$ cat config.mk
export PLATFORM = sky130hd
export DESIGN_NAME = id_stage
export DESIGN_NICKNAME = d
export VERILOG_FILES = /design/src/id_pkg.sv /design/src/id_branch_unit.sv /design/src/id_decoder.sv /design/src/id_pipe_ctrl.sv /design/src/id_regfile.sv /design/src/id_stage.sv
export SDC_FILE = /design/constraint.sdc
export NUM_CORES = 2
export LEC_CHECK = 0
export BUFFER_PORTS_ARGS = -buffer_cell sky130_fd_sc_hd__buf_2
export CAP_MARGIN = 40
export CELL_PAD_IN_SITES_DETAIL_PLACEMENT = 1
export CELL_PAD_IN_SITES_GLOBAL_PLACEMENT = 2
export CORE_UTILIZATION = 48
export CTS_CLUSTER_DIAMETER = 200
export DETAILED_ROUTE_END_ITERATION = 10
export PLACE_DENSITY = 0.92
export SYNTH_ARGS = -nofsm -noshare
export SYNTH_HDL_FRONTEND = slang
export SYNTH_SLANG_ARGS = --single-unit
$ cat constraint.sdc
create_clock -name i_clk -period 7.35 [get_ports i_clk]
set_input_delay 0.3675 -clock i_clk [delete_from_list [all_inputs] [get_ports i_clk]]
set_output_delay 0.3675 -clock i_clk [all_outputs]
set_load 0.03 [all_outputs]
$ cat src/id_pkg.sv
// id stage shared widths and decode encodings for the rv64i subset
package id_pkg;

  localparam int XLEN       = 64; // register and pc width
  localparam int INST_W     = 32;
  localparam int GPR_ADDR_W = 5;
  localparam int GPR_NUM    = 32;

  // major opcodes, inst[6:0]
  typedef enum logic [6:0] {
    OP_IMM = 7'b0010011,
    OP     = 7'b0110011,
    LUI    = 7'b0110111,
    AUIPC  = 7'b0010111,
    JAL    = 7'b1101111,
    JALR   = 7'b1100111,
    BRANCH = 7'b1100011,
    LOAD   = 7'b0000011,
    STORE  = 7'b0100011
  } opcode_e;

  typedef enum logic [3:0] {
    ADD    = 4'd0,
    SUB    = 4'd1,
    SLL    = 4'd2,
    SLT    = 4'd3,
    SLTU   = 4'd4,
    XOR    = 4'd5,
    SRL    = 4'd6,
    SRA    = 4'd7,
    OR     = 4'd8,
    AND    = 4'd9,
    PASS_B = 4'd10  // lui, operand 2 straight through
  } alu_op_e;

  // same codes as branch funct3
  typedef enum logic [2:0] {
    BEQ  = 3'b000,
    BNE  = 3'b001,
    BLT  = 3'b100,
    BGE  = 3'b101,
    BLTU = 3'b110,
    BGEU = 3'b111
  } br_func_e;

  typedef enum logic {SRC1_RS1 = 1'b0, SRC1_PC = 1'b1} src1_e;

  typedef enum logic [1:0] {SRC2_RS2 = 2'd0, SRC2_IMM = 2'd1, SRC2_FOUR = 2'd2} src2_e;

endpackage

$ cat src/id_branch_unit.sv
// branch unit, operand compare and jump or branch target for fetch
`timescale 1ns/1ns

module id_branch_unit (
  input  logic [id_pkg::XLEN-1:0] i_rs1data,
  input  logic [id_pkg::XLEN-1:0] i_rs2data,
  input  logic [id_pkg::XLEN-1:0] i_pc,
  input  logic [id_pkg::XLEN-1:0] i_imm,
  input  logic                    i_is_branch,
  input  logic                    i_is_jal,
  input  logic                    i_is_jalr,
  input  id_pkg::br_func_e        i_br_func,
  output logic                    o_is_cti,
  output logic                    o_cond_taken,
  output logic [id_pkg::XLEN-1:0] o_target
);

  logic                    eq;
  logic                    lt;
  logic                    ltu;
  logic                    cmp;
  logic [id_pkg::XLEN-1:0] jalr_sum;

  assign eq  = (i_rs1data == i_rs2data);
  assign lt  = ($signed(i_rs1data) < $signed(i_rs2data));
  assign ltu = (i_rs1data < i_rs2data);

  always_comb begin
    case (i_br_func)
      id_pkg::BEQ:  cmp = eq;
      id_pkg::BNE:  cmp = !eq;
      id_pkg::BLT:  cmp = lt;
      id_pkg::BGE:  cmp = !lt;
      id_pkg::BLTU: cmp = ltu;
      id_pkg::BGEU: cmp = !ltu;
      default:      cmp = 1'b0;
    endcase
  end

  assign o_is_cti     = i_is_branch || i_is_jal || i_is_jalr;
  assign o_cond_taken = i_is_jal || i_is_jalr || (i_is_branch && cmp); // jumps always go
  assign jalr_sum     = i_rs1data + i_imm;
  assign o_target     = i_is_jalr ? {jalr_sum[id_pkg::XLEN-1:1], 1'b0} : i_pc + i_imm;

endmodule

$ cat src/id_decoder.sv
// instruction decoder, field extraction, immediates and execute controls
`timescale 1ns/1ns

module id_decoder (
  input  logic [id_pkg::INST_W-1:0]     i_inst,
  output logic [id_pkg::GPR_ADDR_W-1:0] o_rs1,
  output logic [id_pkg::GPR_ADDR_W-1:0] o_rs2,
  output logic [id_pkg::GPR_ADDR_W-1:0] o_rd,
  output logic [id_pkg::XLEN-1:0]       o_imm,
  output id_pkg::alu_op_e               o_alu_op,
  output id_pkg::src1_e                 o_src1_sel,
  output id_pkg::src2_e                 o_src2_sel,
  output logic                          o_gpr_wen,
  output logic                          o_mem_ren,
  output logic                          o_mem_wen,
  output logic [2:0]                    o_mem_op,
  output logic                          o_is_branch,
  output logic                          o_is_jal,
  output logic                          o_is_jalr,
  output id_pkg::br_func_e              o_br_func,
  output logic                          o_invalid
);

  id_pkg::opcode_e         opcode;
  id_pkg::alu_op_e         alu_f3;  // alu op from funct3 alone
  logic [2:0]              funct3;
  logic [6:0]              funct7;
  logic [id_pkg::XLEN-1:0] imm_i;
  logic [id_pkg::XLEN-1:0] imm_s;
  logic [id_pkg::XLEN-1:0] imm_b;
  logic [id_pkg::XLEN-1:0] imm_u;
  logic [id_pkg::XLEN-1:0] imm_j;
  logic                    shift_ok;
  logic                    op_ok;

  assign opcode    = id_pkg::opcode_e'(i_inst[6:0]);
  assign funct3    = i_inst[14:12];
  assign funct7    = i_inst[31:25];
  assign o_rs1     = i_inst[19:15];
  assign o_rs2     = i_inst[24:20];
  assign o_rd      = i_inst[11:7];
  assign o_mem_op  = funct3;   // size and sign for ms
  assign o_br_func = id_pkg::br_func_e'(funct3);

  assign imm_i = {{52{i_inst[31]}}, i_inst[31:20]};
  assign imm_s = {{52{i_inst[31]}}, i_inst[31:25], i_inst[11:7]};
  assign imm_b = {{52{i_inst[31]}}, i_inst[7], i_inst[30:25], i_inst[11:8], 1'b0};
  assign imm_u = {{32{i_inst[31]}}, i_inst[31:12], 12'b0};
  assign imm_j = {{44{i_inst[31]}}, i_inst[19:12], i_inst[20], i_inst[30:21], 1'b0};

  // rv64 shifts take a 6-bit shamt, funct6 above it
  assign shift_ok = (funct3 == 3'b001) ? (i_inst[31:26] == 6'b000000) :
                    (funct3 == 3'b101) ? (i_inst[31:26] == 6'b000000 ||
                                          i_inst[31:26] == 6'b010000) : 1'b1;
  assign op_ok    = (funct7 == 7'b0000000) ||
                    (funct7 == 7'b0100000 && (funct3 == 3'b000 || funct3 == 3'b101));

  always_comb begin
    case (funct3)
      3'b000:  alu_f3 = id_pkg::ADD;
      3'b001:  alu_f3 = id_pkg::SLL;
      3'b010:  alu_f3 = id_pkg::SLT;
      3'b011:  alu_f3 = id_pkg::SLTU;
      3'b100:  alu_f3 = id_pkg::XOR;
      3'b101:  alu_f3 = i_inst[30] ? id_pkg::SRA : id_pkg::SRL;
      3'b110:  alu_f3 = id_pkg::OR;
      default: alu_f3 = id_pkg::AND;
    endcase
  end

  always_comb begin
    o_imm       = imm_i;
    o_alu_op    = id_pkg::ADD;
    o_src1_sel  = id_pkg::SRC1_RS1;
    o_src2_sel  = id_pkg::SRC2_RS2;
    o_gpr_wen   = 1'b0;
    o_mem_ren   = 1'b0;
    o_mem_wen   = 1'b0;
    o_is_branch = 1'b0;
    o_is_jal    = 1'b0;
    o_is_jalr   = 1'b0;
    o_invalid   = 1'b0;
    case (opcode)
      id_pkg::OP_IMM: begin
        o_alu_op   = alu_f3;
        o_src2_sel = id_pkg::SRC2_IMM;
        o_gpr_wen  = shift_ok;
        o_invalid  = !shift_ok;
      end
      id_pkg::OP: begin
        o_alu_op  = (funct3 == 3'b000 && funct7[5]) ? id_pkg::SUB : alu_f3;
        o_gpr_wen = op_ok;
        o_invalid = !op_ok;
      end
      id_pkg::LUI: begin
        o_imm      = imm_u;
        o_alu_op   = id_pkg::PASS_B;
        o_src2_sel = id_pkg::SRC2_IMM;
        o_gpr_wen  = 1'b1;
      end
      id_pkg::AUIPC: begin
        o_imm      = imm_u;
        o_src1_sel = id_pkg::SRC1_PC;
        o_src2_sel = id_pkg::SRC2_IMM;
        o_gpr_wen  = 1'b1;
      end
      id_pkg::JAL: begin
        o_imm      = imm_j;
        o_src1_sel = id_pkg::SRC1_PC;   // link value pc + 4
        o_src2_sel = id_pkg::SRC2_FOUR;
        o_gpr_wen  = 1'b1;
        o_is_jal   = 1'b1;
      end
      id_pkg::JALR: begin
        o_src1_sel = id_pkg::SRC1_PC;
        o_src2_sel = id_pkg::SRC2_FOUR;
        o_gpr_wen  = (funct3 == 3'b000);
        o_is_jalr  = (funct3 == 3'b000);
        o_invalid  = (funct3 != 3'b000);
      end
      id_pkg::BRANCH: begin
        o_imm       = imm_b;
        o_is_branch = (funct3[2:1] != 2'b01); // 010 and 011 unused
        o_invalid   = (funct3[2:1] == 2'b01);
      end
      id_pkg::LOAD: begin
        o_src2_sel = id_pkg::SRC2_IMM;
        o_gpr_wen  = (funct3 != 3'b111);
        o_mem_ren  = (funct3 != 3'b111);
        o_invalid  = (funct3 == 3'b111);
      end
      id_pkg::STORE: begin
        o_imm      = imm_s;
        o_src2_sel = id_pkg::SRC2_IMM;
        o_mem_wen  = !funct3[2];  // sb sh sw sd only
        o_invalid  = funct3[2];
      end
      default: o_invalid = 1'b1;
    endcase
  end

endmodule

$ cat src/id_pipe_ctrl.sv
// id stage pipeline control, valid bit, inst/pc register and raw hazard stall
`timescale 1ns/1ns

module id_pipe_ctrl (
  input  logic                          i_clk,
  input  logic                          i_rst_n,
  input  logic                          i_fs_valid,
  input  logic [id_pkg::INST_W-1:0]     i_fs_inst,
  input  logic [id_pkg::XLEN-1:0]       i_fs_pc,
  input  logic                          i_es_allowin,
  input  logic [id_pkg::GPR_ADDR_W-1:0] i_rs1,
  input  logic [id_pkg::GPR_ADDR_W-1:0] i_rs2,
  input  logic [id_pkg::GPR_ADDR_W-1:0] i_es_rd,
  input  logic [id_pkg::GPR_ADDR_W-1:0] i_ms_rd,
  input  logic [id_pkg::GPR_ADDR_W-1:0] i_ws_rd,
  input  logic                          i_is_cti,
  input  logic                          i_cond_taken,
  output logic [id_pkg::INST_W-1:0]     o_inst,
  output logic [id_pkg::XLEN-1:0]       o_pc,
  output logic                          o_ds_allowin,
  output logic                          o_es_valid,
  output logic                          o_br_taken,
  output logic                          o_br_stall
);

  logic ds_valid;
  logic ds_ready_go;
  logic hazard;

  // rd of 0 means no write pending
  function automatic logic rd_hit(input logic [id_pkg::GPR_ADDR_W-1:0] rd,
                                  input logic [id_pkg::GPR_ADDR_W-1:0] rs1,
                                  input logic [id_pkg::GPR_ADDR_W-1:0] rs2);
    return (rd != '0) && (rd == rs1 || rd == rs2);
  endfunction

  assign hazard       = rd_hit(i_es_rd, i_rs1, i_rs2) || rd_hit(i_ms_rd, i_rs1, i_rs2) ||
                        rd_hit(i_ws_rd, i_rs1, i_rs2);
  assign ds_ready_go  = !hazard;
  assign o_ds_allowin = !ds_valid || (ds_ready_go && i_es_allowin);
  assign o_es_valid   = ds_valid && ds_ready_go;
  assign o_br_taken   = o_es_valid && i_cond_taken;
  assign o_br_stall   = ds_valid && i_is_cti && hazard; // resolve once operands are safe

  always_ff @(posedge i_clk) begin
    if (!i_rst_n) begin
      ds_valid <= 1'b0;
    end else if (o_ds_allowin) begin
      ds_valid <= i_fs_valid;
    end
  end

  always_ff @(posedge i_clk) begin
    if (i_fs_valid && o_ds_allowin) begin
      o_inst <= i_fs_inst;
      o_pc   <= i_fs_pc;
    end
  end

endmodule

$ cat src/id_regfile.sv
// general register file, 32 x 64, two combinational reads and one clocked write
`timescale 1ns/1ns

module id_regfile (
  input  logic                          i_clk,
  input  logic [id_pkg::GPR_ADDR_W-1:0] i_raddr1,
  input  logic [id_pkg::GPR_ADDR_W-1:0] i_raddr2,
  input  logic                          i_wen,
  input  logic [id_pkg::GPR_ADDR_W-1:0] i_waddr,
  input  logic [id_pkg::XLEN-1:0]       i_wdata,
  output logic [id_pkg::XLEN-1:0]       o_rdata1,
  output logic [id_pkg::XLEN-1:0]       o_rdata2
);

  logic [id_pkg::XLEN-1:0] regs [id_pkg::GPR_NUM];

  always_ff @(posedge i_clk) begin
    if (i_wen && i_waddr != '0) begin // x0 stays zero
      regs[i_waddr] <= i_wdata;
    end
  end

  // no bypass, the ws rd compare stalls instead
  assign o_rdata1 = (i_raddr1 == '0) ? '0 : regs[i_raddr1];
  assign o_rdata2 = (i_raddr2 == '0) ? '0 : regs[i_raddr2];

endmodule

$ cat src/id_stage.sv
// instruction decode stage, rv64i decode, register read and branch resolve
`timescale 1ns/1ns

module id_stage (
  input  logic                          i_clk,
  input  logic                          i_rst_n,
  input  logic                          i_fs_valid,
  input  logic [id_pkg::INST_W-1:0]     i_fs_inst,
  input  logic [id_pkg::XLEN-1:0]       i_fs_pc,
  input  logic                          i_es_allowin,
  input  logic [id_pkg::GPR_ADDR_W-1:0] i_es_rd,
  input  logic [id_pkg::GPR_ADDR_W-1:0] i_ms_rd,
  input  logic [id_pkg::GPR_ADDR_W-1:0] i_ws_rd,
  input  logic                          i_wb_wen,
  input  logic [id_pkg::GPR_ADDR_W-1:0] i_wb_waddr,
  input  logic [id_pkg::XLEN-1:0]       i_wb_wdata,
  output logic                          o_ds_allowin,
  output logic                          o_es_valid,
  output logic [id_pkg::XLEN-1:0]       o_es_rs1data,
  output logic [id_pkg::XLEN-1:0]       o_es_rs2data,
  output logic [id_pkg::XLEN-1:0]       o_es_imm,
  output logic [id_pkg::XLEN-1:0]       o_es_pc,
  output id_pkg::alu_op_e               o_es_alu_op,
  output id_pkg::src1_e                 o_es_src1_sel,
  output id_pkg::src2_e                 o_es_src2_sel,
  output logic [id_pkg::GPR_ADDR_W-1:0] o_es_rd,
  output logic                          o_es_gpr_wen,
  output logic                          o_es_mem_ren,
  output logic                          o_es_mem_wen,
  output logic [2:0]                    o_es_mem_op,
  output logic                          o_es_invalid,
  output logic                          o_br_taken,
  output logic [id_pkg::XLEN-1:0]       o_br_target,
  output logic                          o_br_stall
);

  logic [id_pkg::INST_W-1:0]     ds_inst;
  logic [id_pkg::GPR_ADDR_W-1:0] rs1;
  logic [id_pkg::GPR_ADDR_W-1:0] rs2;
  logic                          is_branch;
  logic                          is_jal;
  logic                          is_jalr;
  id_pkg::br_func_e              br_func;
  logic                          is_cti;
  logic                          cond_taken; // raw, before es valid gating

  id_pipe_ctrl id_pipe_ctrl_inst (
    .i_clk        (i_clk),
    .i_rst_n      (i_rst_n),
    .i_fs_valid   (i_fs_valid),
    .i_fs_inst    (i_fs_inst),
    .i_fs_pc      (i_fs_pc),
    .i_es_allowin (i_es_allowin),
    .i_rs1        (rs1),
    .i_rs2        (rs2),
    .i_es_rd      (i_es_rd),
    .i_ms_rd      (i_ms_rd),
    .i_ws_rd      (i_ws_rd),
    .i_is_cti     (is_cti),
    .i_cond_taken (cond_taken),
    .o_inst       (ds_inst),
    .o_pc         (o_es_pc),
    .o_ds_allowin (o_ds_allowin),
    .o_es_valid   (o_es_valid),
    .o_br_taken   (o_br_taken),
    .o_br_stall   (o_br_stall)
  );

  id_decoder id_decoder_inst (
    .i_inst      (ds_inst),
    .o_rs1       (rs1),
    .o_rs2       (rs2),
    .o_rd        (o_es_rd),
    .o_imm       (o_es_imm),
    .o_alu_op    (o_es_alu_op),
    .o_src1_sel  (o_es_src1_sel),
    .o_src2_sel  (o_es_src2_sel),
    .o_gpr_wen   (o_es_gpr_wen),
    .o_mem_ren   (o_es_mem_ren),
    .o_mem_wen   (o_es_mem_wen),
    .o_mem_op    (o_es_mem_op),
    .o_is_branch (is_branch),
    .o_is_jal    (is_jal),
    .o_is_jalr   (is_jalr),
    .o_br_func   (br_func),
    .o_invalid   (o_es_invalid)
  );

  id_regfile id_regfile_inst (
    .i_clk    (i_clk),
    .i_raddr1 (rs1),
    .i_raddr2 (rs2),
    .i_wen    (i_wb_wen),   // write back from ws
    .i_waddr  (i_wb_waddr),
    .i_wdata  (i_wb_wdata),
    .o_rdata1 (o_es_rs1data),
    .o_rdata2 (o_es_rs2data)
  );

  id_branch_unit id_branch_unit_inst (
    .i_rs1data    (o_es_rs1data),
    .i_rs2data    (o_es_rs2data),
    .i_pc         (o_es_pc),
    .i_imm        (o_es_imm),
    .i_is_branch  (is_branch),
    .i_is_jal     (is_jal),
    .i_is_jalr    (is_jalr),
    .i_br_func    (br_func),
    .o_is_cti     (is_cti),
    .o_cond_taken (cond_taken),
    .o_target     (o_br_target)
  );

endmodule

# Yosys cells after proc, flatten, opt, wreduce, memory -nomap -nowiden
# Memories as Yosys holds them, arrays and structs flattened. A register that Yosys moved wholly into a read port is not among the register bits.
# Cells that the tools add are included.
word_totals:
  regBits: 97
  mem_bits_rw: 2048
  input_bits: 185
  output_inout_bits: 343
  wordCells: 109
  memories: 1
op_classes:
  addsub: 2
  order_cmp: 2
  eq_ne: 28
  mux: 24
  reduce_logical: 49
mem_list:
  columns: ["name", "depth", "word_bits", "rd", "rd_ports_with_merged_regs", "wr", "line_no", "source"]
  rows:
  - ["id_regfile_inst.regs", 32, 64, 2, 2, 1, "id_regfile.sv:15", "logic [id_pkg::XLEN-1:0] regs [id_pkg::GPR_NUM];"]
ops:
  columns: ["op", "count"]
  rows:
  - ["64-bit two-way mux", 3]
  - ["64-bit adder", 2]
  - ["64-bit < comparator", 2]
  - ["31-bit case mux with 4 select lines", 1]
  - ["64-bit == test", 1]
  - ["5-bit == test", 6]
  - ["7-bit by 6-bit == test with 1-bit output (second input constant)", 4]
  - ["4-bit case mux with 7 select lines", 1]
  - ["7-bit == test (second input constant)", 3]
  - ["5-bit nonzero test", 4]
  - ["7-bit by 5-bit == test with 1-bit output (second input constant)", 2]
  - ["1-bit logical AND", 13]
  - ["1-bit logical OR", 13]
  - ["3-bit == test (second input constant)", 4]
  - ["4-bit case mux with 3 select lines", 1]
  - ["1-bit two-way mux", 11]
  - ["5-bit logical NOT", 2]
  - ["5-bit two-way mux", 2]
  - ["1-bit logical NOT", 8]
  - ["7-bit by 2-bit == test with 1-bit output (second input constant)", 1]
  - ["7-bit logical NOT", 1]
  - ["1-bit case mux with 7 select lines", 1]
  - ["3-bit by 2-bit == test with 1-bit output (second input constant)", 2]
  - ["6-bit by 5-bit == test with 1-bit output (second input constant)", 1]
  - ["14 further kinds", 16]

# Longest topological paths before layout
depth:
  ltp_word: 10
  ltp_mapped: 23
  ltp_nobuf: 18

# Hierarchy
# Synthesis repeated with hierarchy kept, for this count alone.
hier_totals:
  hier_cells: 6297
  area_unflattened_um2: 107825.9
by_module_without_submodules:
  columns: ["mod", "instances", "cells_per_inst", "area_per_inst_um2", "seq_area_each_um2"]
  rows:
  - ["id_regfile", 1, 4565, 93922.6, 61499.0]
  - ["id_branch_unit", 1, 1396, 9293.9, 0.0]
  - ["id_pipe_ctrl", 1, 160, 3398.3, 2902.8]
  - ["id_decoder", 1, 176, 1211.2, 0.0]

# Worst setup path before layout
# No wires, ideal clock.
synth_timing:
  path_kind: "register -> output"
  from: "reg (tool-made name)"
  to: "out o_br_target[60] (netlist name)"
  t_arrival_ns: 6.007
  t_required_ns: 6.983
  path_slack_ns: 0.976
  stages_incl_launch_ff: 23
  n_path_buf: 7
  cell_sequence: "dfxtp_1 > buf_4 > buf_8 > buf_4 > buf_2 > buf_2 > buf_1 > mux4_2 > mux4_2 > mux2i_1 > nor2_1 > ha_1 > clkbuf_1 > a2111o_1 > or2_2 > a41oi_1 > o21ai_0 > o311ai_1 > o21ai_1 > o21a_1 > a21oi_1 > xor2_1 > mux2i_1"
synth_rtl:
  columns: ["element", "line_no", "source"]
  rows:
  - ["to (decl)", "id_stage.sv:33", "output logic [id_pkg::XLEN-1:0] o_br_target,"]

==> reports/metrics.yaml <==
synthFlopType: "edfxtp_1"
muxShareOfSynthArea_pct: 27.26
numCtsBuffers: 212
crit_path_end_kind: "primary output"
grt_overflow: 0
setup_slack_ns: -0.1564
required_ns: 6.98
yosysTopAreaCell: "edfxtp_1"
rsz0062_at_grt: "yes"
fin_crit_sh_pct: 102.1
critPathMaxFanout: 16
critPathMaxStageDelay_ns: 0.55
drt_iter0_drc: 12270
synth-simple-area-share_pct: 3.485
drc_errors: 0
powerDensity_nw_per_um2: 272.1
ys_seq_elements: 2155
synth_edf_count: 2144
tightest_slew_ns: 1.082
arrival_ns: 7.14
routed_wl_um: 432600
die_height_um: 476.9
violations: "negative setup slack"
ir_drop_v: 0.0002949
yosysWarnings: 0
post_route_cells_drive_above_1_share_pct: 37.66
cts_tree: "done"
cp_num_buf_inv: 8
drv_slew: 0
worstSkewPairLatency_ns: 0.93
via_per_inst: 7.365
min_period_ns: 7.506
synth_cells: 5840
grt_max_degree: 67
critPathSlowestCell: "mux4_2"
status: "complete, but fails checks"
syn_to_final_growth_pct: 17.11
p_leak_nw: 42.88
pre_cts_ws_ns: 0.2725
nets: 7108
post-synth-top-count-cell: "edfxtp_1"
synthesis.area_sq_um: 108200
antenna_found_initial: 51
finalPower_mw: 34.50
htreeDepth: 4
cp_cell_sequence: "buf_12, buf_16, buf_4, buf_12, mux4_2, mux4_2, mux2i_2, nor2_2, buf_4, ha_1, nand4_1, nor4_2, buf_4, nand2_2, or3_4, nor4_2, buf_4, nor3_1, a2111oi_0, o21ai_0, o21ai_1, a41o_1, buf_2"
yosys.area_share.xor_xnor_pct: 1.198
synth_top_area_share_pct: 59.48
io_buffers: 527
dieArea_sq_um: 227400
crit_family: "buffers and inverters"
yosys.area_share.adder_pct: 2.208
setup_viol: 1
vias: 73040
skew_ns: 0.02932
ant_nets: 0
cts.sinks: 2155
start_kind: "register"
max_cap_violations: 0
wire_per_inst_um: 43.62
synth_top_family_by_area: "multiplexers"
grt_pass1_wl_um: 598100
detailed_place_hpwl_um: 252600
initial_core_util_pct: 48.50
cp_common_cell: "buf_4"
gp_congestion: 0.9496
ys_seq_area_share_pct: 59.68
clk_pin_slew_ns: 0.06
netlist_top_cells_area: "edfxtp_1 59%, mux4_2 27%, ha_1 2.2%, a21o_1 1.3%, nand2_1 0.92%"
clockBufferDepth: 3
core_sq_um: 223200
ys_types: 101
synthTopCellsByCount: "2144 x edfxtp_1, 1276 x mux4_2, 264 x nand2_1"
synth_compound_area_share_pct: 4.087
grt_use_total_pct: 37.60
ioPinCount: 528
max_slew_margin_pct: 27.58
dieWidth_um: 476.9
syn_avg_cell_area_sq_um: 18.53
worstSetupPathType: "register to primary output"
async_reset_ff_share_pct: 0
firstDrtPassIters: 6
hold_viol: 0
ctsRootBufferMaster: "clkbuf_16"
num_rows: 173
fmax_ghz: 0.1332
min_path_type: "input pin to register"
grt_pass1_vias: 76010
metrics by stage:
step	area [sq um]	utilization (%)	hold WS (ns)	std cells	TNS, ns
finish	126800	56.80	0.1624	9918	-0.1564
global route	126700	56.77	0.1536	9892	-0.1759
CTS	126200	56.55	0.1283	9863	0
detailed placement	117000	52.42	0.5459	9295	0
global placement	116200	52.07	0.5464	9258	0
floorplan	108500	-	0.4664	5903	0
routing by layer:
metal / share of wire [%] / up-vias / track usage, %
met5: 0.11 / - / 0
met4: 8.1 / 66 / 25.65
met3: 15 / 1951 / 12.08
met2: 46 / 7488 / 58.49
met1: 31 / 37050 / 44.76
li1: - / 26490 / -
worst reg2reg max path, stage by stage, from the launching register on:
cell	delay, ns
edfxtp_1	0.56
xnor2_1	0.22
nand3_1	0.11
nor3_1	0.06
o22ai_1	0.23
and3_1	0.27
nand2_1	0.10
nand2_1	0.10
nand2_1	0.35
inv_4	0.67
buf_4	0.70
cell families after synthesis:
logic type,count (synthesis)
flops,2155
simple gates,791
xor+xnor,148
mux,1353
buf+inv,536
compound gates,666
other cells,1
fa+ha+maj,190
report_power, final:
part           leakage, nW  internal, mW  switching [mW]  total (mW)
registers             19.5          13.7           0.254        14.0
clock network         3.44          6.31            5.31        11.6
logic                 19.9          3.41            5.47        8.88
total                 42.9          23.5            11.0        34.5
flip-flops by register name, indices dropped and copies added, names as in the netlist, named ones only:
signal	count
id_regfile_inst.regs	2048
id_pipe_ctrl_inst.o_pc	64
id_pipe_ctrl_inst.o_inst	32
id_pipe_ctrl_inst.ds_valid	1
layout by cell type, fill, tap and decap left out, types with 12 or more instances in the layout:
| cell | Yosys | layout |
|---|---|---|
| a211oi_1 | 16 | 15 |
| a21o_1 | 186 | 185 |
| a21oi_1 | 195 | 191 |
| a31oi_1 | 18 | 18 |
| and3_1 | 17 | 16 |
| buf_12 | 0 | 65 |
| buf_16 | 0 | 31 |
| buf_2 | 34 | 530 |
| buf_4 | 45 | 241 |
| bufinv_16 | 0 | 27 |
| clkbuf_1 | 241 | 32 |
| clkbuf_16 | 0 | 215 |
| clkinv_1 | 1 | 52 |
| clkinv_2 | 0 | 27 |
| clkinvlp_4 | 0 | 13 |
| conb_1 | 1 | 64 |
| diode_2 | 0 | 33 |
| dlygate4sd3_1 | 0 | 163 |
| edfxtp_1 | 2144 | 2144 |
| ha_1 | 187 | 185 |
| inv_1 | 108 | 107 |
| mux2i_1 | 75 | 58 |
| mux4_2 | 1276 | 1276 |
| nand2_1 | 264 | 262 |
| nand2b_1 | 72 | 72 |
| nand3_1 | 39 | 39 |
| nand4_1 | 40 | 40 |
| nor2_1 | 209 | 170 |
| nor2_4 | 1 | 36 |
| nor2b_1 | 27 | 27 |
| nor3_1 | 36 | 35 |
| o21a_1 | 14 | 14 |
| o21ai_0 | 74 | 73 |
| o21ai_1 | 21 | 20 |
| o21bai_1 | 23 | 23 |
| o31ai_1 | 12 | 12 |
| or3_1 | 17 | 15 |
| xnor2_1 | 93 | 93 |
| xor2_1 | 55 | 54 |
final cells by class:
type	count	area, sq um
diodes	33	82.58
clock buffers	244	5425
clock inverters	146	1749
fillers	19730	96410
inverters	110	415.4
multi-input cells	3212	42260
flip-flops and latches	2155	64640
well taps	2975	3722
repair buffers	1043	8472
worst paths after layout:
kind / startpoint / to / slack [ns] / cells after the start
worst max-delay path: register / o_br_taken / -0.16 / 23
worst min-delay path: i_fs_pc[63] / id_pipe_ctrl_inst.o_pc[63]$_DFFE_PP_ / 0.16 / 2
worst max register to register: id_pipe_ctrl_inst.o_inst[15]$_DFFE_PP_ / id_pipe_ctrl_inst.o_pc[30]$_DFFE_PP_ / 3.53 / 10
worst min register to register: id_pipe_ctrl_inst.o_inst[18]$_DFFE_PP_ / register / 0.68 / 2
timing repair:
item,4_1_cts,5_1_grt
hold endpoints to repair,2155,0
setup buffers,14,14
gates resized for setup,48,44
gates cloned,1,3
hold buffers,163,0
endpoints found under the setup margin,34,24
pin swaps,0,4
No activity file was read; power rests on OpenSTA's default activity.
